[src/cpu_pkg.sv]
/*
 * core-facing widths and load/store size codes
 * size code bit 2 marks an unsigned load, bits 1:0 give the access size
 * only byte, halfword and word sizes exist in RV32I
 */
package cpu_pkg;

	// data and address width
	localparam int xlen = 32;
	localparam int reg_adr_w = 5;
	localparam int ldst_code_w = 3;

	// funct3 codes for loads and stores
	localparam logic [ldst_code_w-1:0] ls_b = 3'b000;
	localparam logic [ldst_code_w-1:0] ls_h = 3'b001;
	localparam logic [ldst_code_w-1:0] ls_w = 3'b010;
	localparam logic [ldst_code_w-1:0] ls_bu = 3'b100;
	localparam logic [ldst_code_w-1:0] ls_hu = 3'b101;

	// size field, low two bits of the code
	localparam logic [1:0] sz_byte = 2'b00;
	localparam logic [1:0] sz_half = 2'b01;
	localparam logic [1:0] sz_word = 2'b10;

endpackage

[src/map_pkg.sv]
/*
 * address map and memory sizing
 * IO is selected by address bits 31:30 and indexed by bits 5:2, so it aliases
 * the RAM is indexed by bits 9:2 and aliases as well
 * ram_waits must be at least 1
 */
package map_pkg;

	// region select on the top two address bits
	localparam logic [1:0] io_tag = 2'b11;

	localparam int io_regs_n = 16;
	localparam int io_adr_w = 4;

	// external memory model
	localparam int ram_words = 256;
	localparam int ram_adr_w = $clog2(ram_words);
	localparam int ram_waits = 3;

	// wait counter width
	localparam int wait_cnt_w = $clog2(ram_waits + 1);

endpackage

[src/io_regs.sv]
`timescale 1ns/1ps
/*
 * bank of word-wide IO registers, all clear to zero on reset
 * writes are whole words only; read data appears the cycle after io_re
 * io_rdata holds its last value when no read is issued
 */
module io_regs (
	input  logic clk,
	input  logic rst_n,
	input  logic io_we,
	input  logic io_re,
	input  logic [map_pkg::io_adr_w-1:0] io_adr,
	input  logic [cpu_pkg::xlen-1:0] io_wdata,
	output logic [cpu_pkg::xlen-1:0] io_rdata
);

	logic [cpu_pkg::xlen-1:0] regs [map_pkg::io_regs_n];

	always_ff @(posedge clk or negedge rst_n) begin
		if (!rst_n) begin
			for (int i = 0; i < map_pkg::io_regs_n; i++)
				regs[i] <= '0;
		end else if (io_we) begin
			regs[io_adr] <= io_wdata;
		end
	end

	// registered read port
	always_ff @(posedge clk) begin
		if (io_re)
			io_rdata <= regs[io_adr];
	end

	// the stage never writes and reads in the same cycle
	a_no_we_re: assert property (@(posedge clk) disable iff (!rst_n)
		!(io_we && io_re));

endmodule

[config.mk]
export PLATFORM = sky130hd
export DESIGN_NAME = io_regs
export DESIGN_NICKNAME = d
export VERILOG_FILES = /design/src/cpu_pkg.sv /design/src/map_pkg.sv /design/src/io_regs.sv
export SDC_FILE = /design/constraint.sdc
export NUM_CORES = 1
export LEC_CHECK = 0
export ABC_AREA = 0
export BUFFER_PORTS_ARGS = -buffer_cell sky130_fd_sc_hd__buf_4
export CAP_MARGIN = 10
export CORE_MARGIN = 4
export CORE_UTILIZATION = 55
export CTS_CLUSTER_DIAMETER = 120
export DETAILED_ROUTE_END_ITERATION = 10
export PLACE_DENSITY = 0.8
export SLEW_MARGIN = 40
export SYNTH_ARGS = -nofsm -noshare
export SYNTH_HDL_FRONTEND = slang
export SYNTH_SLANG_ARGS = --single-unit
[constraint.sdc]
create_clock -name clk -period 2.03 [get_ports clk]
set_input_delay 0.1015 -clock clk [delete_from_list [all_inputs] [get_ports clk]]
set_output_delay 0.1015 -clock clk [all_outputs]
set_load 0.005 [all_outputs]
# Word level (Yosys, flattened, before mapping)
# Cells that the tools add are included.
# W data, S select, Z words.
dict set report word_totals {
  input_bits 40
  word_cells 27
  register_bits 544
}
dict set report op_classes {
  n_lt_le_gt_ge 2
  reduce_logical 1
  bitwise_logic 1
  muxes 6
}
# op n
set op_table {}
lappend op_table {{$bwmux W512} 1}
lappend op_table {{$bmux W32 S4} 1}
lappend op_table {{$demux W32 S4} 1}
lappend op_table {{$mux W32} 3}
lappend op_table {{$ge A5 B5 Y1 const B} 1}
lappend op_table {{$lt A5 B1 Y1 const B} 1}
lappend op_table {{$not A4 Y5} 1}
lappend op_table {{$logic_and A1 B1 Y1} 1}

# Logic depth before layout (Yosys ltp)
# Gate-level depths: netlist of the first run.
dict set report logic_depth {
  ltp_word 6
  ltp_mapped 6
  ltp_nobuf 3
}

# Worst setup path before layout of the first run
# No wires, ideal clock.
dict set report synth_path {
  kind {input -> register}
  startpoint {input io_adr[0] (netlist bit)}
  endpoint {register io_rdata[0] (netlist bit) (data pin)}
  slack_ns 0.310
  arrival_time_ns 1.461
  setup_time_ns 0.259
  stages 6
  path_buffers 3
  cell_sequence {buf_2 buf_4 buf_2 mux4_2 a22oi_1 nand2_1}
}
dict set report synth_between {
  elab_chain_cells 4
}
# element line_no
set synth_rtl {}
lappend synth_rtl {{start: declaration} io_regs.sv:12} ;# input logic [map_pkg::io_adr_w-1:0] io_adr,
lappend synth_rtl {{$not A4 Y5 (not written as such)} io_regs.sv:31} ;# io_rdata <= regs[io_adr];
lappend synth_rtl {{$bmux W32 S4} io_regs.sv:31}
lappend synth_rtl {{$mux W32 (not written as such) (2 in a row)} io_regs.sv:31}
lappend synth_rtl {{end signal: assignment} io_regs.sv:31}
lappend synth_rtl {{end: declaration} io_regs.sv:14} ;# output logic [cpu_pkg::xlen-1:0] io_rdata
# No other way between the ends. The select of a mux whose other input is x is not followed.
# A chain may end at the register's enable or synchronous reset.

# Final worst setup path of the first run
dict set report layout_path {
  startpoint {register regs[406] (netlist bit)}
  endpoint {register io_rdata[22] (netlist bit) (data pin)}
}
dict set report layout_between {
  elab_chain_cells 3
}
# element line_no
set layout_rtl {}
lappend layout_rtl {{start: declaration} io_regs.sv:17} ;# logic [cpu_pkg::xlen-1:0] regs [map_pkg::io_regs_n];
lappend layout_rtl {{start signal: indexed assignment} io_regs.sv:24} ;# regs[io_adr] <= io_wdata;
lappend layout_rtl {{$bmux W32 S4} io_regs.sv:31}
lappend layout_rtl {{$mux W32 (not written as such) (2 in a row)} io_regs.sv:31}
# No other way between the ends. The select of a mux whose other input is x is not followed.

==> results.ini, run 1 <==
[run_status]
status = complete, no violations

[place]
detailed_place_hpwl_mm = 31.5
place_area_sq_mm = 0.0255
globalplace.congestion = 0.743
portBuffers = 71

[final_layout]
seqCellArea_sq_mm = 0.0138
num-fill-cells = 2944
finalNetCount = 1580
fin_util = 0.653
syn_to_final_growth_pct = 16.2
design_area_sq_mm = 0.0277
multi_input_area_sq_mm = 0.00956
layout-drive-gt1-share = 0.546

[timing]
post-route-min-period_ps = 1490
rsz0062_at_grt = false
max_freq_mhz = 672
final-hold-violation-count = 0
slew_headroom = 0.425
holdWs_ps = 58.6
setup_viol = 0
min_period_over_period = 0.734
worstMarginPinSlew_ps = 861
finalMaxSlewViolations = 0
skew_ps = 25.4
setup_tns_ps = 0

[clock_network]
htree_levels = 2
clock-root-buffer = clkbuf_16
cts.path.max_buffers = 3
clock_sinks = 544
cts_resized = 0
cts_made_buffers = 55
worst_skew_pair.late_latency_ps = 610
cts_tree = done
clk_pin_slew_ps = 60

[detailed_routing]
avgRoutedWirePerCell_microns = 25.1
drt-total-wl_mm = 54.4
drc_errors = 0
dr.pass1.iters = 5
via_count = 13300
viasPerCell = 6.13
drtIter0Drc = 1037
antenna_left = 0

[power]
pwr_density_cell_mw_per_mm2 = 1080
power_mw = 29.8
leakagePower_nw = 11.8
peakVddDrop_mv = 0.782

[grt]
antenna_found_initial = 3
grt_pass1_wl_mm = 87.1
grt_pass1_vias = 14700
grt_use_total = 0.239
grt_overflow = 0
grt_max_degree = 73

[worst_setup_path]
crit_path_top_delay_cell = mux4_2
cp.required_ps = 2350
arrival_ps = 1800
crit_type = reg -> reg
cp-end-kind = register
crit_path_cell_trace = mux4_2, a22oi_1, nand2_1
critPathMaxFanout = 2
cpPeakStageDelay_ps = 480
startpoint_type = register

[worst_hold_path]
min_path_type = in -> async

[synthesis]
syn_avg_cell_area_sq_um = 16.6
synthArstFlopShare = 0.941
postSynthCellCount = 1439
synth.distinct_cells = 24
ys_ff_latch = 544
syn-num-nets = 1479
yosysSeqAreaShare = 0.578
syn-cell-area_sq_mm = 0.0238
synthFlopType = dfrtp_1
synth_edf_count = 32
ys.warnings.count = 0

[floorplanning]
die_area_sq_mm = 0.0467
top_level_ports = 72
start_util = 0.562
fp.dieW_microns = 216
die_height_microns = 216
fp-row-count = 75
design.core.area_sq_mm = 0.0424

[run]
max_cap_viol_count = 0

==> sequential cells by signal, summed over array words and instances (netlist names) <==
signal and flops:
io_rdata 32, regs 512
==> area by class of cell <==
cell class                      instances  area share
Clock inverter                         19     0.00610
Multi-Input combinational cell        765       0.345
Clock buffer                           85      0.0599
Antenna cell                            3    0.000271
Timing Repair Buffer                  174      0.0650
Tap cell                              577      0.0261
Sequential cell                       544       0.497
==> cell families (layout without fill, tap and decap cells) <==
logic type / Yosys count / count (layout) / synth area share
other cells: 0 / 3 / 0
compound gates: 64 / 64 / 0.0202
flops: 544 / 544 / 0.578
mux: 640 / 640 / 0.363
simple gates: 61 / 61 / 0.0137
buf+inv: 130 / 278 / 0.0252
==> timing repair <==
action,in CTS,in global routing
setup buffers,0,0
hold buffers,33,0
endpoints found under the hold margin,915,0
==> metrics by stage <==
step / setup WS, ps / std cells
floorplan: 310 / 1439
global placement: 195 / 2026
detailed placement: 189 / 2027
CTS: 562 / 2164
global route: 477 / 2167
finish: 541 / 2167
==> layer usage <==
metal / GRT usage / vias up / part of all wire
li1: - / 5610 / -
met3: 0.0408 / 68 / 0.053
met4: 0.0582 / 0 / 0.016
met2: 0.388 / 350 / 0.49
met1: 0.343 / 7261 / 0.44
met5: 0 / - / 0
==> path summary, 6_finish.rpt <==
path,start,end,slack (ps),cells past startpoint
setup / recovery,regs[406],io_rdata[22],540,3
hold / removal,rst_n,regs[102],60,2
setup reg to reg,regs[406],io_rdata[22],540,3
hold reg to reg,regs[403],regs[403],480,1
max in group asynchronous,rst_n,regs[52],1190,4
min in group clk,io_re,io_rdata[8],100,1
==> cell usage after synthesis (2+ instances only) <==
cell,instances,area [sq um]
a22oi_1,64,480
buf_1,3,11.3
buf_2,65,325
buf_4,2,15.0
buf_6,3,33.8
clkbuf_1,57,214
dfrtp_1,512,12800
edfxtp_1,32,961
mux2_1,26,293
mux2_2,486,5470
mux4_2,128,2880
nand2_1,34,128
nand2b_1,2,12.5
nand3_1,2,10.0
nand3b_1,2,15.0
nor2_1,3,11.3
nor2_2,4,25.0
nor2b_1,2,12.5
nor3_2,6,60.1
or3_1,2,12.5
==> cell usage in the layout, fill, tap and decap left out, types with 2 or more instances in the layout <==
cell and count:
nand2b_1 2, a22oi_1 64, edfxtp_1 32, dfrtp_1 512, diode_2 3, buf_12 30
nand3_1 2, mux2_1 26, nand3b_1 2, inv_6 2, mux2_2 486, clkbuf_8 16
buf_4 107, clkinv_2 12, clkinvlp_4 2, nor3_4 6, bufinv_16 2, clkbuf_16 56
or3_2 2, dlygate4sd3_1 33, nor2_4 7, nand2_1 34, nor2b_4 2, clkbuf_1 14
mux4_2 128
==> critical path: cells and delay by family, from the launching register on <==
kind / cells / cell delay [ps]
mux: 1 / 480
flops: 1 / 380
compound gates: 1 / 190
simple gates: 1 / 150
==> power by group <==
group	internal, mW	switching [mW]	leakage (nW)
Sequential	13.5	1.26	6.60
Clock	5.89	4.22	0.906
Combinational	3.21	1.76	4.27
Power figures use the tool's default switching activity.
==> run 2: changes to the inputs <==
clock period = 1.5 ns   (was 2.03 ns; I/O delays follow)
==> results.ini, run 2 (same netlist as run 1, synthesis figures left out) <==
[run_status]
status = complete, no violations

[floorplanning]
fp-row-count = 75
start_util = 0.562
die_area_sq_mm = 0.0467
design.core.area_sq_mm = 0.0424
top_level_ports = 72
die_height_microns = 216
fp.dieW_microns = 216

[place]
portBuffers = 71
globalplace.congestion = 0.795
dp_cells = 2071
place_ws_ps = -250
detailed_place_hpwl_mm = 34.1

[final_layout]
num-fill-cells = 2844
largest_register = regs
layoutNonFillerInstCount = 2205
finalNetCount = 1625
largest_register_ffs = 512
layout-drive-gt1-share = 0.557
syn_to_final_growth_pct = 18.3
final_cell_mix = dfrtp_1 (512), mux2_2 (486), buf_4 (129), mux4_2 (128), a22oi_1 (60)
final_common_cell = dfrtp_1
reg.largest.list = regs: 512 flops, io_rdata: 32 flops

[worst_hold_path]
hold_depth = 4
min_path_type = in -> reg

[grt]
grt_pass1_wl_mm = 89.3
grt_pass1_vias = 15000
grt_max_degree = 81
antenna_found_initial = 1
grt_use_total = 0.245
grt_overflow = 0

[timing]
worstMarginPinSlew_ps = 586
fin_ws_ps = 32.5
finalMaxSlewViolations = 0
slew_headroom = 0.608
skew_ps = 8.21
setup_tns_ps = 0
rsz0062_at_grt = false
final-hold-violation-count = 0
max_freq_mhz = 681
setup_viol = 0
post-route-min-period_ps = 1470
min_period_over_period = 0.978

[clock_network]
cts_made_buffers = 54
worst_skew_pair.late_latency_ps = 590
cts_setup_buffers = 0
clock_sinks = 544
htree_levels = 2
cts.path.max_buffers = 3
clock-root-buffer = clkbuf_16
clk_pin_slew_ps = 70
cts_tree = done

[detailed_routing]
drt-total-wl_mm = 55.6
via_count = 13600
antenna_left = 0
drtIter0Drc = 967
drc_errors = 0
avgRoutedWirePerCell_microns = 25.2
viasPerCell = 6.18
dr.pass1.iters = 5

[worst_setup_path]
cp-end-kind = register
critPathMaxFanout = 2
startpoint_type = register
r2r_cells = 3
arrival_ps = 1800
crit_type = reg -> reg
cp.required_ps = 1830

[power]
p_comb_frac = 0.175
p_seq_frac = 0.502
power_mw = 39.8
switching_power_mw = 9.75
p_clk_frac = 0.323
peakVddDrop_mv = 0.857
leakagePower_nw = 12.0
pwr_density_cell_mw_per_mm2 = 1410
p_int_mw = 30.1
switching_share = 0.245

[run]
max_cap_viol_count = 0

run 2: cell types whose count changed in the layout (fill, tap and decap cells not counted), moves of 2 or more:
cell | previous run | this run
buf_4 | 107 | 129
clkbuf_8 | 16 | 13
a22oi_2 | 0 | 4
buf_12 | 30 | 53
diode_2 | 3 | 1
clkbuf_1 | 14 | 16
bufinv_16 | 2 | 0
a22oi_1 | 64 | 60
run 2: stage by stage:
stage / instance area [sq um] / util / hold slack (ps)
4_1_cts: 28200 / 0.664 / 88.9
2_1_floorplan: 24000 / - / -221
6_report: 28200 / 0.665 / 113
3_5_place_dp: 26100 / 0.616 / -27.4
5_1_grt: 28200 / 0.665 / 108
3_3_place_gp: 26100 / 0.616 / -34.2
run 2: area by class of cell:
cell class,instances,area (sq um),share of cell area
Antenna cell,1,2.50,0.0000888
Clock buffer,83,1600,0.0568
Clock inverter,15,82.6,0.00293
Multi-Input combinational cell,765,9580,0.340
Sequential cell,544,13800,0.489
Tap cell,577,722,0.0256
Timing Repair Buffer,220,2420,0.0860
run 2: routing by layer:
metal | vias up | global-route usage | share of wire
li1 | 5709 | - | -
met4 | 0 | 0.0612 | 0.021
met1 | 7441 | 0.351 | 0.43
met5 | - | 0 | 0
met2 | 379 | 0.399 | 0.49
met3 | 92 | 0.0412 | 0.055
run 2: repair_timing:
item	CTS	global route
hold endpoints to repair	1047	0
hold buffers	35	0
setup endpoints to repair	2	3
pin swaps	0	2
gates cloned	0	0
resized for setup	2	2
run 2: final timing paths:
path | startpoint | end | slack (ps)
max | regs[297] | io_rdata[9] | 30
min | io_adr[1] | regs[485] | 110
max reg2reg | regs[297] | io_rdata[9] | 30
min reg2reg | regs[208] | regs[208] | 490
max in group asynchronous | rst_n | regs[478] | 910
min in group asynchronous | rst_n | regs[391] | 140
run 2: critical path, cell delays in order (launching register included):
cell and delay [ps]:
dfrtp_1 390, mux4_2 460, a22oi_1 280, nand2_1 90
run 2: power groups by stage:
stage / Clock [mW] / Combinational, mW / Sequential [mW]
after floorplan: 0 / 5.09 / 19.5
after global placement: 0 / 6.55 / 19.9
after detailed placement: 0 / 6.88 / 20.2
after CTS: 13.1 / 7.02 / 19.9
after global routing: 13.7 / 7.56 / 20.3
final: 12.9 / 6.95 / 20.0
