<file path="src/cpu_pkg.sv">
/*
 * core-facing widths and load/store size codes
 * size code bit 2 marks an unsigned load, bits 1:0 give the access size
 * only byte, halfword and word sizes exist in RV32I
 */
package cpu_pkg;

	// data and address width
	localparam int xlen = 32;
	localparam int reg_adr_w = 5;
	localparam int ldst_code_w = 3;

	// funct3 codes for loads and stores
	localparam logic [ldst_code_w-1:0] ls_b = 3'b000;
	localparam logic [ldst_code_w-1:0] ls_h = 3'b001;
	localparam logic [ldst_code_w-1:0] ls_w = 3'b010;
	localparam logic [ldst_code_w-1:0] ls_bu = 3'b100;
	localparam logic [ldst_code_w-1:0] ls_hu = 3'b101;

	// size field, low two bits of the code
	localparam logic [1:0] sz_byte = 2'b00;
	localparam logic [1:0] sz_half = 2'b01;
	localparam logic [1:0] sz_word = 2'b10;

endpackage

</file>
<file path="src/map_pkg.sv">
/*
 * address map and memory sizing
 * IO is selected by address bits 31:30 and indexed by bits 5:2, so it aliases
 * the RAM is indexed by bits 9:2 and aliases as well
 * ram_waits must be at least 1
 */
package map_pkg;

	// region select on the top two address bits
	localparam logic [1:0] io_tag = 2'b11;

	localparam int io_regs_n = 16;
	localparam int io_adr_w = 4;

	// external memory model
	localparam int ram_words = 256;
	localparam int ram_adr_w = $clog2(ram_words);
	localparam int ram_waits = 3;

	// wait counter width
	localparam int wait_cnt_w = $clog2(ram_waits + 1);

endpackage

</file>
<file path="src/load_align.sv">
`timescale 1ns/1ps
/*
 * load data aligner, purely combinational
 * halfword offsets use only bit 1 of the byte offset
 * word loads and unknown size codes pass the raw word through
 */
module load_align (
	input  logic [cpu_pkg::xlen-1:0] raw_word,
	input  logic [cpu_pkg::ldst_code_w-1:0] ldst_code,
	input  logic [1:0] byte_off,
	output logic [cpu_pkg::xlen-1:0] aligned
);

	logic [cpu_pkg::xlen-1:0] byte_shift;
	logic [cpu_pkg::xlen-1:0] half_shift;
	logic [7:0] lane_b;
	logic [15:0] lane_h;
	logic is_unsigned;

	// move the addressed lane down to bit 0
	assign byte_shift = raw_word >> {byte_off, 3'b000};
	assign half_shift = raw_word >> {byte_off[1], 4'b0000};
	assign lane_b = byte_shift[7:0];
	assign lane_h = half_shift[15:0];
	assign is_unsigned = ldst_code[2];

	always_comb begin
		case (ldst_code[1:0])
			cpu_pkg::sz_byte: begin
				if (is_unsigned)
					aligned = {{(cpu_pkg::xlen-8){1'b0}}, lane_b};
				else
					aligned = {{(cpu_pkg::xlen-8){lane_b[7]}}, lane_b};
			end
			cpu_pkg::sz_half: begin
				if (is_unsigned)
					aligned = {{(cpu_pkg::xlen-16){1'b0}}, lane_h};
				else
					aligned = {{(cpu_pkg::xlen-16){lane_h[15]}}, lane_h};
			end
			default: aligned = raw_word;
		endcase
	end

endmodule

</file>
<file path="src/data_access.sv">
`timescale 1ns/1ps
/*
 * load/store access stage, one access in flight at a time
 * commands are taken only while run is low; misaligned accesses are not trapped
 * sub-word IO stores are dropped without writing
 * IO loads finish one cycle after acceptance, RAM accesses on their completion pulse
 */
module data_access (
	input  logic clk,
	input  logic rst_n,
	input  logic cmd_ld,
	input  logic cmd_st,
	input  logic [cpu_pkg::xlen-1:0] addr,
	input  logic [cpu_pkg::xlen-1:0] st_data,
	input  logic [cpu_pkg::ldst_code_w-1:0] ldst_code,
	input  logic [cpu_pkg::reg_adr_w-1:0] rd_adr,
	output logic run,
	output logic rd_req,
	output logic wr_req,
	output logic [cpu_pkg::xlen-1:0] mem_adr,
	output logic [cpu_pkg::xlen-1:0] mem_wdata,
	output logic [3:0] mem_be,
	input  logic rd_valid,
	input  logic wr_finish,
	input  logic [cpu_pkg::xlen-1:0] mem_rdata,
	output logic io_we,
	output logic io_re,
	output logic [map_pkg::io_adr_w-1:0] io_adr,
	output logic [cpu_pkg::xlen-1:0] io_wdata,
	input  logic [cpu_pkg::xlen-1:0] io_rdata,
	output logic wbk_valid,
	output logic [cpu_pkg::reg_adr_w-1:0] wbk_rd_adr,
	output logic [cpu_pkg::xlen-1:0] wbk_data
);

	typedef enum logic [2:0] {idle, mem_read, mem_write, io_read, io_write} state_t;

	state_t state;
	state_t state_nxt;
	logic accept;
	logic sel_io;
	logic [3:0] be_nxt;
	logic [cpu_pkg::xlen-1:0] wdata_nxt;
	logic [cpu_pkg::xlen-1:0] adr_q;
	logic [cpu_pkg::xlen-1:0] wdata_q;
	logic [3:0] be_q;
	logic [cpu_pkg::ldst_code_w-1:0] code_q;
	logic [cpu_pkg::reg_adr_w-1:0] rd_adr_q;
	logic [cpu_pkg::xlen-1:0] raw_word;

	assign accept = (cmd_ld | cmd_st) & ~run;
	assign sel_io = (addr[cpu_pkg::xlen-1 -: 2] == map_pkg::io_tag);
	assign run = (state != idle);

	always_comb begin
		state_nxt = state;
		case (state)
			idle: begin
				if (accept) begin
					if (sel_io)
						state_nxt = cmd_ld ? io_read : io_write;
					else
						state_nxt = cmd_ld ? mem_read : mem_write;
				end
			end
			mem_read: if (rd_valid) state_nxt = idle;
			mem_write: if (wr_finish) state_nxt = idle;
			default: state_nxt = idle;
		endcase
	end

	always_ff @(posedge clk or negedge rst_n) begin
		if (!rst_n)
			state <= idle;
		else
			state <= state_nxt;
	end

	// byte lanes and replicated store data
	always_comb begin
		case (ldst_code[1:0])
			cpu_pkg::sz_byte: begin
				be_nxt = 4'b0001 << addr[1:0];
				wdata_nxt = {4{st_data[7:0]}};
			end
			cpu_pkg::sz_half: begin
				be_nxt = 4'b0011 << {addr[1], 1'b0};
				wdata_nxt = {2{st_data[15:0]}};
			end
			default: begin
				be_nxt = 4'b1111;
				wdata_nxt = st_data;
			end
		endcase
	end

	always_ff @(posedge clk) begin
		if (accept) begin
			adr_q <= addr;
			wdata_q <= wdata_nxt;
			be_q <= be_nxt;
			code_q <= ldst_code;
			rd_adr_q <= rd_adr;
		end
	end

	assign rd_req = (state == mem_read);
	assign wr_req = (state == mem_write);
	assign mem_adr = adr_q;
	assign mem_wdata = wdata_q;
	assign mem_be = be_q;

	// IO read is launched at acceptance so data returns one cycle later
	assign io_re = accept & cmd_ld & sel_io;
	// sub-word IO stores are dropped here
	assign io_we = (state == io_write) & (code_q[1:0] == cpu_pkg::sz_word);
	assign io_adr = (state == io_write) ? adr_q[map_pkg::io_adr_w+1:2]
	                                    : addr[map_pkg::io_adr_w+1:2];
	assign io_wdata = wdata_q;

	assign raw_word = (state == io_read) ? io_rdata : mem_rdata;

	load_align u_load_align (
		.raw_word (raw_word),
		.ldst_code(code_q),
		.byte_off (adr_q[1:0]),
		.aligned  (wbk_data)
	);

	assign wbk_valid = (state == io_read) | ((state == mem_read) & rd_valid);
	assign wbk_rd_adr = rd_adr_q;

	// sender must hold off while an access is in flight
	a_no_cmd_busy: assert property (@(posedge clk) disable iff (!rst_n)
		(cmd_ld | cmd_st) |-> !run);

	a_io_word_store: assert property (@(posedge clk) disable iff (!rst_n)
		(accept & cmd_st & !cmd_ld & sel_io) |-> (ldst_code[1:0] == cpu_pkg::sz_word));

	// memory must only complete what was requested
	a_cpl_has_req: assert property (@(posedge clk) disable iff (!rst_n)
		(rd_valid |-> rd_req) and (wr_finish |-> wr_req));

endmodule

</file>
<file path="config.mk">
export PLATFORM = sky130hd
export DESIGN_NAME = data_access
export DESIGN_NICKNAME = d
export VERILOG_FILES = /design/src/cpu_pkg.sv /design/src/map_pkg.sv /design/src/load_align.sv /design/src/data_access.sv
export SDC_FILE = /design/constraint.sdc
export NUM_CORES = 1
export LEC_CHECK = 0
export BUFFER_PORTS_ARGS = -buffer_cell sky130_fd_sc_hd__buf_2
export CORE_AREA = 2 2 111 113
export DETAILED_ROUTE_END_ITERATION = 10
export DIE_AREA = 0 0 113 115
export PLACE_DENSITY = 0.72
export SYNTH_ARGS = -nofsm -noshare
export SYNTH_HDL_FRONTEND = slang
export SYNTH_HIERARCHICAL = 1
export SYNTH_SLANG_ARGS = --single-unit
</file>
<file path="constraint.sdc">
create_clock -name clk -period 3.41 [get_ports clk]
set_input_delay 0.682 -clock clk [delete_from_list [all_inputs] [get_ports clk]]
set_output_delay 0.682 -clock clk [all_outputs]
set_load 0.05 [all_outputs]
</file>
After elaboration in Yosys (flattened, before gate mapping)
Index checks and enable logic that the tools add are counted.
Widths: inputs -> output; s select.

storage, ports and cells
  flip-flop bits (word level) = 79
  input port bits = 142
  output and inout bits = 147
  word-level logic and storage cells = 48

cells by class
  equal/unequal tests = 11
  shift-type cells = 4
  muxes and demuxes = 14
  bitwise operators = 8
  reductions and logical operators = 5

operators with widths
  operator             count
  $pmux 32 s2          2
  $mux 32              3
  $shr 32x5->16        1
  $shr 32x5->8         1
  $mux 3               5
  $pmux 3 s3           1
  $pmux 4 s2           1
  $eq 3x2->1 const B   2
  $and 1x1->1          5
  $eq 2x1->1 const B   2
  $eq 2x2->1 const B   2
  $logic_not 2->1      2
  $mux 4               1
  $ne 2x1->1 const B   2
  $shl 1x2->4 const A  1
  $shl 2x2->4 const A  1
  $eq 3x1->1 const B   1
  $eq 3x3->1 const B   1
  $logic_not 3->1      1
  $reduce_and 3->1     1
  $reduce_bool 3->1    1
  $mux 2               1
  $ne 2x2->1 const B   1
  $or 1x1->1           2
  $not 1->1            1

Depth between registers and ports, before layout
  depth after elaboration = 5
  depth in mapped cells = 8
  gate-level depth less buffers = 5

By module
The synthesis kept the hierarchy.

modules (own cells, without submodules)
  module       instances  cells each  area an instance (um^2)  seq. area each (um^2)
  data_access  1          224         3,627.2                  2,357.3
  load_align   1          93          709.4                    0.0

Worst setup path before layout
No wires, ideal clock.

  kind = flip-flop to output port
  start = register state[2]
  end = output wbk_data[16] (netlist bit)
  data arrival time = 2.516 ns
  required time = 2.728 ns
  path slack = 0.212 ns
  stages on the path, launching flop included = 7
  path buffers = 1
  cell sequence = dfrtp_1 > nand3b_4 > buf_6 > mux2_2 > mux2i_1 > mux2_4 > o21ai_0

on the way
  word-level cells in the longest chain between the ends = 5
  elaborated cells on any way between the ends = 7
  classes of those cells = 1 x eq/ne; 2 x shift; 4 x mux

RTL lines
  element                                               RTL line                            text
  from (decl)                                           data_access.sv:38                   state_t state;
  from (signal assigned)                                data_access.sv:74                   state <= idle;
  from (signal assigned)                                data_access.sv:76                   state <= state_nxt;
  $eq 3x2->1 (*)                                        data_access.sv:121                  assign raw_word = (state == io_read) ? io_rdata : mem_rdata;
  $mux 32 (*)                                           data_access.sv:121
  via raw_word, one bit                                 data_access.sv:49                   logic [cpu_pkg::xlen-1:0] raw_word;
  $shr 32x5->16 / $shr 32x5->8 (equally long branches)  load_align.sv:22, load_align.sv:21
  $mux 32 (on tied branches)                            load_align.sv:36, load_align.sv:30
  $pmux 32 s2 (*)                                       load_align.sv:28                    case (ldst_code[1:0])
  to (decl)                                             data_access.sv:33                   output logic [cpu_pkg::xlen-1:0] wbk_data

Mark *: on every way through the listed nets, which the timed path passes. The rest lies on a longest branch.

Worst setup path after layout
  start = register state[0]
  end = output wbk_data[9] (netlist bit)

on the way
  word-level cells in the longest chain between the ends = 5
  elaborated cells on any way between the ends = 7
  classes of those cells = 1 x eq/ne; 2 x shift; 4 x mux

RTL lines
  element                RTL line            text
  $eq 3x2->1             data_access.sv:121
  $mux 32                data_access.sv:121
  via raw_word, one bit  data_access.sv:49
  $shr 32x5->8           load_align.sv:21    assign byte_shift = raw_word >> {byte_off, 3'b000};
  $mux 32                load_align.sv:30    if (is_unsigned)
  $pmux 32 s2            load_align.sv:28

The timed path passes the listed nets, and every way through them passes these cells.

==> impl_results.md <==
- Status: complete, but fails checks
- Failing checks: DRC
- Clk slew on worst S/H paths: 0.07 ns
- Slew at the pin closest to its max-slew limit: approximately 0.65 ns
- Slowest cell on crit path: dfrtp_2
- Fin Setup TNS: 0 ns
- Worst vdd ir: approximately 530 µV
- Deepest clock path buffer count: 2
- Synth warnings: 6
- Leak: 0.00274 µW
- Max stage delay on crit path: 0.49 ns
- Total CTS buffers: 9
- Number of remaining DRC errors: 20
- Fmax: a little over 300 MHz
- Drt pass-1 iters: 7
- Largest net degree at the start of global routing: 52
- Psw: about 3100 µW
- Drt total wl: around 13,000 µm
- Post-synthesis cell area: 4340 µm²
- Core area: roughly 12,000 µm²
- Post-Route Skew: ~0.011 ns
- CP top delay family: multiplexers
- Comb pwr share: between 50% and 60%
- Worst EP required: about 2.7 ns
- Global-route wire length before repair: between 15,000 and 20,000 µm
- Via density: roughly 5
- Post-route ant nets: 0
- Max-cap violations: 0
- Register share of total power: between 20 and 30%
- Placed Area: 5640 µm²
- # port buffers: around 290
- Die W: around 110 µm
- Vias in the first global route: roughly 3.7k
- Vias: 3,606
- CTS Hold Bufs: 0
- Synth-to-layout area growth: 37.7%
- CTS root buf: clkbuf_16
- Yosys top cell by area: edfxtp_1
- Syn avg cell area: around 14 µm²
- Synth area leaders: edfxtp_1 (53%), mux2_2 (13%), buf_4 (5.9%)
- Finish-stage setup viols: 0
- CP cell instances: nand3b_4 > mux2_2 > mux4_2 > nor3b_4 > a221o_1 > buf_2
- Global placement routability congestion: between 0.8 and 0.9
- Hold WC Path Type: in -> async
- Critical path type: reg -> out
- Gate Count Post-Synth: approximately 320
- Synth top area share: a little over half
- Syn_nets: 460
- Share of layout cells above drive strength 1: roughly two thirds
- Fin. Hold Viols: 0
- Pint: ~2800 µW
- Total I/O pin count: a little under 300
- Die area: 13,000 µm²
- # diodes: 0
- Dpl cells: 710
- Seq/Total Area, Yosys: 54.4%
- Initial antenna violation count: 0
- First DRT Iteration DRCs: between 200 and 250
- Final Max Tran Viols: 0
- Starting density of the core: approximately 37%
- Net count, final: a little over 700
- Yosys reg bits: 79
- Sw Ratio: 52.4%
- P per Cell Area: 997 nW/µm²
- RSZ-0062 raised after global routing: false
- Synth cell types: 38
- GRT Total Usage: a little under a fifth
- Min Tclk post-route: around 3.3 ns
- Worst slew margin: a little under three fifths
- Non-filler cells, final: 727
- Worst skew pair latency: around 0.33 ns
- CTS tree: done
- Setup crit start kind: register
- Post-route clock period utilization: 95.6%
- H-tree depth: 3
- Crit. End Element: output port
- Post-DP HPWL: about 10,000 µm
- Routed len/inst: ~18 µm
- Row cnt: 40
- Global route total overflow: 0
- Arr. time, crit path: 2.58 ns
- Clock sinks: about 80
- Die Y: 115 µm
- Post-route cell area: approximately 6000 µm²
- Worst Path Max Fanout: 9
- Buffers and inverters on the worst path: 1
- Clk pwr share: between 15 and 20%
-- timing repair --
action                     4_1_cts  5_1_grt
resized for setup                2        1
setup endpoints to repair        8        3
cloned                           0        0
buffers inserted                 1        0
-- path summary, 6_finish.rpt --
kind	cells past startpoint	to	start	slack, ns
max	6	wbk_data[9]	state[0]	0.15
min	1	state[1]	rst_n	0.13
max reg2reg	3	io_wdata[17]	state[1]	1.43
min in group clk	1	wbk_rd_adr[3]	rd_adr[3]	0.52
min reg2reg	1	state[1]	state[2]	0.53
max in group asynchronous	1	state[2]	rst_n	3.16
-- power by group through the flow --
| stage | Combinational, µW | Sequential [µW] | Clock (µW) |
|---|---|---|---|
| 2_1_floorplan | 1980 | 2380 | 0 |
| 3_3_place_gp | 3320 | 1600 | 0 |
| 3_5_place_dp | 3330 | 1610 | 0 |
| 4_1_cts | 3340 | 1600 | 1050 |
| 5_1_grt | 3450 | 1630 | 1090 |
| 6_report | 3320 | 1600 | 1040 |
-- layer usage --
layer	wire length (µm)	vias to the layer above	GRT usage, %
li1	-	1688	-
met2	6950	209	35.2
met3	1090	19	4.11
met4	316	0	8.70
met1	4470	1690	19.3
met5	0	-	0
-- synthesized netlist by cell type --
cell	count
a22o_1	8
inv_1	2
nand2b_1	1
nor2_4	1
dfrtp_1	3
a2111oi_0	1
o21ai_0	15
or3_4	1
buf_4	34
mux2i_1	17
a221o_1	8
mux2_2	51
clkbuf_1	4
nand2_2	1
nor3b_4	2
mux2_4	1
o21ai_2	10
nor3_1	1
nand3b_4	1
clkbuf_2	1
mux2_1	2
nor2_2	1
buf_2	3
nor2_1	5
edfxtp_1	76
nor2b_1	2
nand2_1	32
a21oi_2	1
and3b_1	1
or2_0	1
o221a_2	8
ha_1	1
buf_6	8
inv_2	1
o21bai_1	4
mux4_2	1
and2_1	2
nor3b_1	5
-- cell families after synthesis --
group	synth area share [%]
fa+ha+maj	0.288
simple gates	7.39
mux	18.6
flops	54.4
buf+inv	9.03
compound gates	10.4
-- worst register-to-register path, delay by kind of cell, from the launching register on --
family | cells | cell delay [ns]
buf+inv | 1 | 0.53
simple gates | 2 | 0.56
flops | 1 | 0.48
-- final cells by class --
cell class                      instances  area (µm²)
Timing Repair Buffer                  297        1510
Tap cell                              147         184
Fill cell                            1062        5840
Sequential cell                        79        2360
Clock buffer                            9         225
Clock inverter                          7        95.1
Multi-Input combinational cell        185        1590
Inverter                                3        11.3
-- sequential cells by signal, indices dropped and copies added (netlist names) --
register    flops
wbk_rd_adr      5
io_wdata       32
state           3
code_q          3
mem_be          4
mem_adr        32
-- per-stage QoR --
step / worst slack (ns) / power, µW / utilization [%] / hold slack [ns]
5_1_grt: 0.0760 / 6170 / 50.6 / 0.124
4_1_cts: 0.0833 / 6000 / 50.6 / 0.121
2_1_floorplan: 0.212 / 4360 / - / 0.386
3_3_place_gp: 0.400 / 4910 / 47.8 / 0.480
3_5_place_dp: 0.296 / 4940 / 47.8 / 0.483
6_report: 0.151 / 5960 / 50.6 / 0.130
-- placed cells by master (no fill, tap or decap), types with 3 or more instances in the layout --
cell type    n
clkbuf_16    9
o21ai_0     15
edfxtp_1    76
o21ai_2     10
nor3b_1      5
a221o_1      8
dfrtp_2      3
o21bai_1     4
a22o_1       8
buf_4        9
mux2_2      51
o221a_2      8
buf_2      288
mux2i_1     17
nand2_1     32
nor2_1       5
Note: power is estimated with default switching activity, not from simulation.
